[src/design/bank_pkg.sv]
package bank_pkg;

    localparam int ROW_W  = 14;                 // row address bits
    localparam int COL_W  = 10;                 // column address bits
    localparam int ID_W   = 4;                  // transaction id bits
    localparam int LEN_W  = 4;                  // burst length field bits
    localparam int TCNT_W = 5;                  // widest timing value is 16

    typedef logic [ROW_W-1:0]  row_addr_t;
    typedef logic [COL_W-1:0]  col_addr_t;
    typedef logic [ID_W-1:0]   txn_id_t;
    typedef logic [LEN_W-1:0]  burst_len_t;
    typedef logic [TCNT_W-1:0] tcnt_t;

    typedef enum logic [2:0] {
        IDLE,                                   // row closed, rc may still run
        ACTIVATING,                             // waiting for rcd
        BANK_ACTIVE,                            // row open, ready for access
        READING,                                // read burst in flight
        WRITING,                                // write burst in flight
        PRECHARGING,                            // waiting for rp
        REFRESHING                              // waiting for rfc
    } bank_state_e;

    typedef enum logic [2:0] {
        CLS_NONE,                               // no valid request
        CLS_CLOSED,                             // valid, bank has no open row
        CLS_HIT_RD,                             // open row matches, read
        CLS_HIT_WR,                             // open row matches, write
        CLS_MISS                                // open row differs
    } req_class_e;

    typedef struct packed {
        row_addr_t  row;
        col_addr_t  col;
        txn_id_t    id;
        burst_len_t len;
        logic       wr;                         // 1 = write, 0 = read
    } bank_req_t;

    typedef struct packed {
        row_addr_t  row;
        col_addr_t  col;
        txn_id_t    id;
        burst_len_t len;
    } bank_cmd_t;

    // one flag per timer, true once its window has passed
    typedef struct packed {
        logic rc;
        logic ras;
        logic rcd;
        logic rp;
        logic rtp;
        logic wtp;
        logic burst;
        logic rfc;
        logic row_idle;
    } timing_met_t;

    localparam int NUM_TIMERS = $bits(timing_met_t);

    // cycles from the starting grant until the flag is set
    localparam tcnt_t T_RCD      = 5'd3;        // act to rd/wr
    localparam tcnt_t T_RAS      = 5'd8;        // act to pre
    localparam tcnt_t T_RC       = 5'd11;       // act to act
    localparam tcnt_t T_RP       = 5'd3;        // pre to act
    localparam tcnt_t T_RTP      = 5'd2;        // rd to pre
    localparam tcnt_t T_WTP      = 5'd6;        // wr to pre, includes write recovery
    localparam tcnt_t T_BURST    = 5'd4;        // data beats on the bus
    localparam tcnt_t T_RFC      = 5'd12;       // refresh cycle
    localparam tcnt_t T_ROW_IDLE = 16;          // unused open row closes after this

endpackage

[src/design/bank_req_decode.sv]
module bank_req_decode (
    input  logic                  clk,
    input  logic                  rst_n,
    input  bank_pkg::bank_req_t   req_i,            // held stable while valid
    input  logic                  req_valid_i,
    input  logic                  open_row_load_i,  // pulse on accepted activate
    input  logic                  row_close_i,      // pulse on accepted precharge
    output bank_pkg::req_class_e  req_class_o,
    output bank_pkg::row_addr_t   open_row_o
);
    import bank_pkg::*;

    row_addr_t open_row;                            // row latched at activate
    logic      row_open;                            // bank currently has a row open
    logic      row_match;                           // request targets the open row

    // open row flag
    always_ff @(posedge clk) begin
        if (!rst_n) begin
            row_open <= 1'b0;
        end else if (open_row_load_i) begin
            row_open <= 1'b1;
        end else if (row_close_i) begin
            row_open <= 1'b0;
        end
    end

    // address of the open row, only meaningful while row_open
    always_ff @(posedge clk) begin
        if (open_row_load_i) begin
            open_row <= req_i.row;
        end
    end

    assign row_match = (req_i.row == open_row);

    // sort the pending request
    always_comb begin
        if (!req_valid_i) begin
            req_class_o = CLS_NONE;
        end else if (!row_open) begin
            req_class_o = CLS_CLOSED;               // needs an activate first
        end else if (row_match) begin
            req_class_o = req_i.wr ? CLS_HIT_WR : CLS_HIT_RD;
        end else begin
            req_class_o = CLS_MISS;                 // precharge, then activate
        end
    end

    assign open_row_o = open_row;

endmodule

[src/design/bank_timers.sv]
module bank_timers (
    input  logic                   clk,
    input  logic                   rst_n,
    input  logic                   act_gnt_i,
    input  logic                   rd_gnt_i,
    input  logic                   wr_gnt_i,
    input  logic                   pre_gnt_i,
    input  logic                   ref_gnt_i,
    output bank_pkg::timing_met_t  met_o
);
    import bank_pkg::*;

    timing_met_t                 start;             // load strobes, same layout as met_o
    logic [NUM_TIMERS-1:0]       start_vec;
    logic [NUM_TIMERS-1:0]       zero_vec;
    tcnt_t [NUM_TIMERS-1:0]      reload;            // load values, one per counter
    tcnt_t [NUM_TIMERS-1:0]      cnt;               // down-counters, zero = met

    // which grant starts which timer
    always_comb begin
        start          = '0;
        start.rc       = act_gnt_i;
        start.ras      = act_gnt_i;
        start.rcd      = act_gnt_i;
        start.rp       = pre_gnt_i;
        start.rtp      = rd_gnt_i;
        start.wtp      = wr_gnt_i;
        start.burst    = rd_gnt_i | wr_gnt_i;       // any column access
        start.rfc      = ref_gnt_i;
        start.row_idle = rd_gnt_i | wr_gnt_i;       // restarts on every access
    end

    assign start_vec = start;

    // counter loaded in the grant cycle reaches zero N cycles later,
    // so it starts one below N
    assign reload = {
        tcnt_t'(T_RC - 1'b1),
        tcnt_t'(T_RAS - 1'b1),
        tcnt_t'(T_RCD - 1'b1),
        tcnt_t'(T_RP - 1'b1),
        tcnt_t'(T_RTP - 1'b1),
        tcnt_t'(T_WTP - 1'b1),
        tcnt_t'(T_BURST - 1'b1),
        tcnt_t'(T_RFC - 1'b1),
        tcnt_t'(T_ROW_IDLE - 1'b1)
    };

    always_ff @(posedge clk) begin
        if (!rst_n) begin
            cnt <= '0;                              // all windows met after reset
        end else begin
            for (int i = 0; i < NUM_TIMERS; i++) begin
                if (start_vec[i]) begin
                    cnt[i] <= reload[i];            // grant restarts the window
                end else if (cnt[i] != '0) begin
                    cnt[i] <= cnt[i] - 1'b1;        // saturate at zero
                end
            end
        end
    end

    always_comb begin
        for (int i = 0; i < NUM_TIMERS; i++) begin
            zero_vec[i] = (cnt[i] == '0);
        end
    end

    assign met_o = zero_vec;

endmodule

[src/design/bank_fsm.sv]
module bank_fsm (
    input  logic                   clk,
    input  logic                   rst_n,
    input  bank_pkg::bank_req_t    req_i,
    input  bank_pkg::req_class_e   req_class_i,
    input  bank_pkg::row_addr_t    open_row_i,
    input  bank_pkg::timing_met_t  met_i,
    input  logic                   ref_req_i,       // level from refresh source
    input  logic                   act_gnt_i,
    input  logic                   rd_gnt_i,
    input  logic                   wr_gnt_i,
    input  logic                   pre_gnt_i,
    input  logic                   ref_gnt_i,
    output logic                   act_req_o,
    output logic                   rd_req_o,
    output logic                   wr_req_o,
    output logic                   pre_req_o,
    output logic                   ref_req_o,
    output bank_pkg::bank_cmd_t    cmd_o,
    output logic                   req_ready_o,
    output logic                   ref_gnt_o,
    output logic                   open_row_load_o,
    output logic                   row_close_o
);
    import bank_pkg::*;

    bank_state_e state;
    bank_state_e state_nxt;
    logic        req_valid;                         // some request pending
    logic        pre_ok;                            // row may close now
    logic        act_fire;
    logic        rd_fire;
    logic        wr_fire;
    logic        pre_fire;
    logic        ref_fire;

    assign req_valid = (req_class_i != CLS_NONE);
    assign pre_ok    = met_i.ras & met_i.rtp & met_i.wtp;

    // request levels toward the scheduler
    always_comb begin
        act_req_o = 1'b0;
        rd_req_o  = 1'b0;
        wr_req_o  = 1'b0;
        pre_req_o = 1'b0;
        ref_req_o = 1'b0;
        case (state)
            IDLE: begin
                ref_req_o = ref_req_i & met_i.rc;               // refresh wins
                act_req_o = req_valid & met_i.rc & ~ref_req_i;
            end
            BANK_ACTIVE: begin
                rd_req_o  = (req_class_i == CLS_HIT_RD);
                wr_req_o  = (req_class_i == CLS_HIT_WR);
                pre_req_o = pre_ok & ((req_class_i == CLS_MISS) |
                                      (~req_valid & met_i.row_idle));  // miss or idle row
            end
            default: ;                                          // waiting on a timer
        endcase
    end

    // a command is issued when its grant meets its request
    assign act_fire = act_req_o & act_gnt_i;
    assign rd_fire  = rd_req_o & rd_gnt_i;
    assign wr_fire  = wr_req_o & wr_gnt_i;
    assign pre_fire = pre_req_o & pre_gnt_i;
    assign ref_fire = ref_req_o & ref_gnt_i;

    always_comb begin
        state_nxt = state;                                      // hold without grant
        case (state)
            IDLE: begin
                if (ref_fire) begin
                    state_nxt = REFRESHING;
                end else if (act_fire) begin
                    state_nxt = ACTIVATING;
                end
            end
            ACTIVATING:  if (met_i.rcd) state_nxt = BANK_ACTIVE;
            BANK_ACTIVE: begin
                if (rd_fire) begin
                    state_nxt = READING;
                end else if (wr_fire) begin
                    state_nxt = WRITING;
                end else if (pre_fire) begin
                    state_nxt = PRECHARGING;
                end
            end
            READING:     if (met_i.burst) state_nxt = BANK_ACTIVE;
            WRITING:     if (met_i.burst) state_nxt = BANK_ACTIVE;
            PRECHARGING: if (met_i.rp) state_nxt = IDLE;
            REFRESHING:  if (met_i.rfc) state_nxt = IDLE;
            default:     state_nxt = IDLE;
        endcase
    end

    always_ff @(posedge clk) begin
        if (!rst_n) begin
            state <= IDLE;
        end else begin
            state <= state_nxt;
        end
    end

    // address fields that go with the raised request
    always_comb begin
        cmd_o = '0;
        if (act_req_o) begin
            cmd_o.row = req_i.row;                              // row to open
        end else if (pre_req_o) begin
            cmd_o.row = open_row_i;                             // row to close
        end else if (rd_req_o | wr_req_o) begin
            cmd_o.row = req_i.row;
            cmd_o.col = req_i.col;
            cmd_o.id  = req_i.id;
            cmd_o.len = req_i.len;
        end
    end

    assign req_ready_o     = rd_fire | wr_fire;                 // request consumed
    assign ref_gnt_o       = ref_fire;
    assign open_row_load_o = act_fire;
    assign row_close_o     = pre_fire;

    // scheduler must not grant what was not requested
    a_gnt_needs_req: assert property (@(posedge clk) disable iff (!rst_n)
        ({act_gnt_i, rd_gnt_i, wr_gnt_i, pre_gnt_i, ref_gnt_i} &
         ~{act_req_o, rd_req_o, wr_req_o, pre_req_o, ref_req_o}) == '0);

    a_one_req_level: assert property (@(posedge clk) disable iff (!rst_n)
        $onehot0({act_req_o, rd_req_o, wr_req_o, pre_req_o, ref_req_o}));

    // ready only with a pending request and for one cycle
    a_ready_valid: assert property (@(posedge clk) disable iff (!rst_n)
        req_ready_o |-> req_valid ##1 !req_ready_o);

endmodule

[src/design/bank_ctrl.sv]
module bank_ctrl (
    input  logic                  clk,
    input  logic                  rst_n,
    input  bank_pkg::bank_req_t   req_i,
    input  logic                  req_valid_i,
    output logic                  req_ready_o,
    output logic                  act_req_o,
    output logic                  rd_req_o,
    output logic                  wr_req_o,
    output logic                  pre_req_o,
    output logic                  ref_req_o,
    output bank_pkg::bank_cmd_t   cmd_o,
    input  logic                  act_gnt_i,
    input  logic                  rd_gnt_i,
    input  logic                  wr_gnt_i,
    input  logic                  pre_gnt_i,
    input  logic                  ref_gnt_i,
    input  logic                  ref_req_i,
    output logic                  ref_gnt_o
);
    import bank_pkg::*;

    req_class_e  req_class;                         // decoder verdict on pending request
    row_addr_t   open_row;
    timing_met_t met;
    logic        open_row_load;                     // activate accepted
    logic        row_close;                         // precharge accepted

    bank_req_decode bank_req_decode_i (
        .clk             (clk),
        .rst_n           (rst_n),
        .req_i           (req_i),
        .req_valid_i     (req_valid_i),
        .open_row_load_i (open_row_load),
        .row_close_i     (row_close),
        .req_class_o     (req_class),
        .open_row_o      (open_row)
    );

    bank_timers bank_timers_i (
        .clk       (clk),
        .rst_n     (rst_n),
        .act_gnt_i (act_gnt_i),
        .rd_gnt_i  (rd_gnt_i),
        .wr_gnt_i  (wr_gnt_i),
        .pre_gnt_i (pre_gnt_i),
        .ref_gnt_i (ref_gnt_i),
        .met_o     (met)
    );

    bank_fsm bank_fsm_i (
        .clk             (clk),
        .rst_n           (rst_n),
        .req_i           (req_i),
        .req_class_i     (req_class),
        .open_row_i      (open_row),
        .met_i           (met),
        .ref_req_i       (ref_req_i),
        .act_gnt_i       (act_gnt_i),
        .rd_gnt_i        (rd_gnt_i),
        .wr_gnt_i        (wr_gnt_i),
        .pre_gnt_i       (pre_gnt_i),
        .ref_gnt_i       (ref_gnt_i),
        .act_req_o       (act_req_o),
        .rd_req_o        (rd_req_o),
        .wr_req_o        (wr_req_o),
        .pre_req_o       (pre_req_o),
        .ref_req_o       (ref_req_o),
        .cmd_o           (cmd_o),
        .req_ready_o     (req_ready_o),
        .ref_gnt_o       (ref_gnt_o),
        .open_row_load_o (open_row_load),
        .row_close_o     (row_close)
    );

endmodule

[config.mk]
export PLATFORM = sky130hd
export DESIGN_NAME = bank_ctrl
export DESIGN_NICKNAME = d
export VERILOG_FILES = /design/src/design/bank_pkg.sv /design/src/design/bank_req_decode.sv /design/src/design/bank_timers.sv /design/src/design/bank_fsm.sv /design/src/design/bank_ctrl.sv
export SDC_FILE = /design/constraint.sdc
export NUM_CORES = 1
export LEC_CHECK = 0
export ABC_CLOCK_PERIOD_IN_PS = 2950
export BUFFER_PORTS_ARGS = -buffer_cell sky130_fd_sc_hd__clkbuf_2
export CORE_ASPECT_RATIO = 0.6
export CORE_MARGIN = 5
export CORE_UTILIZATION = 53
export DETAILED_ROUTE_END_ITERATION = 10
export PLACE_DENSITY = 0.89
export SLEW_MARGIN = 0
export SYNTH_ARGS = -nofsm -noshare
export SYNTH_HDL_FRONTEND = slang
export SYNTH_SLANG_ARGS = --single-unit
[constraint.sdc]
create_clock -name clk -period 2.95 [get_ports clk]
set_input_delay 0.59 -clock clk [delete_from_list [all_inputs] [get_ports clk]]
set_output_delay 0.59 -clock clk [all_outputs]
set_load 0.05 [all_outputs]
==> impl_metrics.csv <==
group,metric,value,unit
run_status,status,"finished with violations",
run_status,violations,"setup timing",
floorplan,initial_core_util,0.5363,
timing,finalClockSkew,0.007571,ns
route,first_pass_iters,5,
setup_path,cp.arrival,2.46,ns
cells_and_area,layout-drive-gt1-share,0.3369,
setup_path,crit_path_end_kind,"output port",
cells_and_area,multi_input_area,0.001803,sq mm
route,drc_errors,0,
global_routing,grt_pass1_vias,2992,
yosys,synth_top_area_frac,0.3034,
timing,drv_slew,0,
global_routing,grt_max_degree,21,
floorplan,ios,81,
yosys,synth_seq_cells,63,
yosys,synth.largest_area_cell,"dfxtp_1",
yosys,syn_area,0.003233,sq mm
setup_path,critPathLaunch,"bank_req_decode_i.open_row_o[3]",
placed_design,hpwl,6.115,mm
cts,htreeDepth,3,
setup_path,worstSetupPathType,"reg -> out",
placed_design,portBuffers,80,
cts,worstSkewPairLatency,0.35,ns
timing,relSlewSlack,0.5320,
cells_and_area,areaGrowthSynthToFinish,37.15,%
flow_run,drv_cap,0,
global_routing,grt_first_pass_wirelength,14.68,mm
yosys,yosysMostFrequentCell,"nor2_1",
setup_path,max_stage_delay,0.43,ns
cts,cts_tree,"done",
timing,setup_violations,15,
cells_and_area,antenna_cells,0,
timing,fin_crit_sh,1.032,
route,wire_per_inst,17.82,um
yosys,ys.flop_type,"dfxtp_1",
timing,worst_slew_pin_slew,0.7020,ns
yosys,synth_edf_count,14,
power_and_ir_drop,max-vdd-ir-drop,0.3025,mV
power_and_ir_drop,power_leakage,1.916,nW
timing,layout_setup_ws,-0.09504,ns
cts,clk_pin_slew,0.07,ns
floorplan,die_h,70.50,um
cts,cts_root_buf,"clkbuf_8",
timing,period_needed,3.045,ns
cells_and_area,fillers,390,
yosys,synthesis.nets,407,
global_routing,grt_usage,0.2367,
route,wirelength,9.750,mm
yosys,netlist_top_cells_count,"nor2_1 (53), dfxtp_1 (49), inv_1 (24)",
yosys,synth-async-reset-ratio,0,
setup_path,cp.required,2.36,ns
setup_path,cp_top_family,"simple AND/OR/NAND/NOR gates",
timing,max_clock_freq,0.3284,GHz
route,avgViaCountPerCell,5.603,
yosys,netlist_top_cells_area,"dfxtp_1 (30%), edfxtp_1 (13%), nor2_1 (6.2%)",
floorplan,rows,22,
route,dr.first_iter.drc_count,281,
cts,clockBufferDepth,2,
route,vias,3065,
cts,cts_sinks,63,
timing,finalHoldViolations,0,
cells_and_area,stdcell_area,0.004434,sq mm
global_routing,antenna_found_initial,0,
floorplan,core_area,0.006028,sq mm
placed_design,dpl-instance-area,0.003904,sq mm
yosys,synth_cells,356,
cells_and_area,seqCellArea,0.001404,sq mm
yosys,avgSynthCellArea,9.082,sq um
power_and_ir_drop,p_per_area,533.5,mW/mm^2
timing,rsz0062_at_grt,"yes",
setup_path,r2r_start,"bank_req_decode_i.open_row_o[3]",
hold_path,worstHoldPathType,"reg -> reg",
yosys,yosysWarnings,0,
power_and_ir_drop,power,2.366,mW
global_routing,overflow,0,
floorplan,fp.dieW,110.8,um
cells_and_area,nNetsFinal,509,
setup_path,cp-start-kind,"register",
setup_path,path_max_fanout,8,
placed_design,place.gp.congestion,0.7835,
yosys,ys_types,48,
setup_path,crit_slowest_cell,"edfxtp_1",
cts,cts_buffers,9,
setup_path,path_cells,"xor2_2, nor4_2, nand4_1, buf_4, o21ba_4, a22o_1, buf_8",
yosys,yosysSeqAreaShare,0.4334,
floorplan,dieArea,0.007814,sq mm
hold_path,min_from,"bank_timers_i.cnt[29]",
route,ant_nets,0,
setup_path,critical_path_buf_inv_count,2,
-- report_power, final --
part,switching [mW],internal [mW]
Combinational,0.394,0.329
Sequential,0.0772,0.953
Clock,0.320,0.293
-- what timing repair did --
item / in CTS / in global routing
hold buffers: 0 / 0
pin swaps: 11 / 16
endpoints found under the hold margin: 0 / 0
setup endpoints to repair: 19 / 36
cloned: 1 / 0
resized for setup: 39 / 82
buffers inserted: 2 / 4
-- worst reg2reg max path: cells and delay by family, from the launching register on --
kind	cells	cell delay, ns
xor+xnor	1	0.18
buf+inv	3	0.51
flops	1	0.43
compound gates	3	0.81
simple gates	2	0.58
-- area by class of cell --
cell class | count | share of cell area
Multi-Input combinational cell | 252 | 0.4066
Clock inverter | 6 | 0.006208
Tap cell | 84 | 0.02370
Clock buffer | 10 | 0.02878
Inverter | 25 | 0.02116
Timing Repair Buffer | 107 | 0.1970
Sequential cell | 63 | 0.3166
-- flip-flops by register name, summed over array words and instances, names as in the netlist --
register	cells
bank_req_decode_i.open_row_o	14
bank_fsm_i.state	3
bank_req_decode_i.row_open	1
bank_timers_i.cnt	45
-- cells in the final DEF, fill, tap and decap left out, types with 3 or more instances in the layout --
master and count:
o21ai_0 5, and2_1 22, inv_1 22, or4b_1 3, ha_1 8, clkinv_1 3
clkbuf_4 3, nand4_1 4, nor4_2 5, and3_1 4, nor2_1 51, buf_4 40
buf_6 4, a211oi_1 4, nor3_1 14, a22o_2 5, nand2_1 18, mux2i_1 4
o21a_1 3, edfxtp_1 14, dfxtp_1 47, a22o_1 5, xor2_1 13, mux2_2 3
clkbuf_2 44, nor2_2 3, buf_12 5, clkinv_2 4, a22o_4 4, buf_8 9
or3_1 4, xnor2_1 21, clkbuf_8 9, a21oi_1 17
-- per-layer routing --
layer	vias up	GRT usage	wire, um
met2	148	0.3992	4908
li1	1443	-	-
met4	0	0.09699	345
met5	-	0	0
met3	34	0.09784	725
met1	1440	0.2689	3771
-- kinds of logic after synthesis --
group / after synthesis / synth area share
and+or+nand+nor: 144 / 0.2361
DFF: 63 / 0.4334
AOI/OAI and AO/OA: 56 / 0.1235
buffers and inverters: 42 / 0.05457
xor gates and xnor gates: 35 / 0.09482
adders and majority gates: 9 / 0.03483
muxes: 7 / 0.02283
-- worst paths after layout --
kind,endpoint,slack (ns),cells past startpoint
worst min register to register,bank_timers_i.cnt[29],0.43,2
worst max register to register,bank_fsm_i.state[2],0.33,9
worst min-delay path,bank_timers_i.cnt[29],0.43,2
worst max-delay path,cmd_o[31],-0.1,7
-- per-stage QoR --
| stage | hold slack [ns] | setup TNS [ns] | utilization | setup slack [ns] | cells |
|---|---|---|---|---|---|
| after floorplan | 0.4069 | -0.01205 | - | -0.01205 | 356 |
| after global placement | 0.4148 | 0 | 0.6476 | 0.003240 | 524 |
| after detailed placement | 0.4182 | -0.9888 | 0.6476 | -0.09909 | 524 |
| after CTS | 0.4334 | -0.8577 | 0.7078 | -0.09049 | 543 |
| after global routing | 0.4572 | -2.693 | 0.7356 | -0.1665 | 547 |
| final | 0.4337 | -1.101 | 0.7356 | -0.09504 | 547 |
Note: power is estimated with default switching activity, not from simulation.
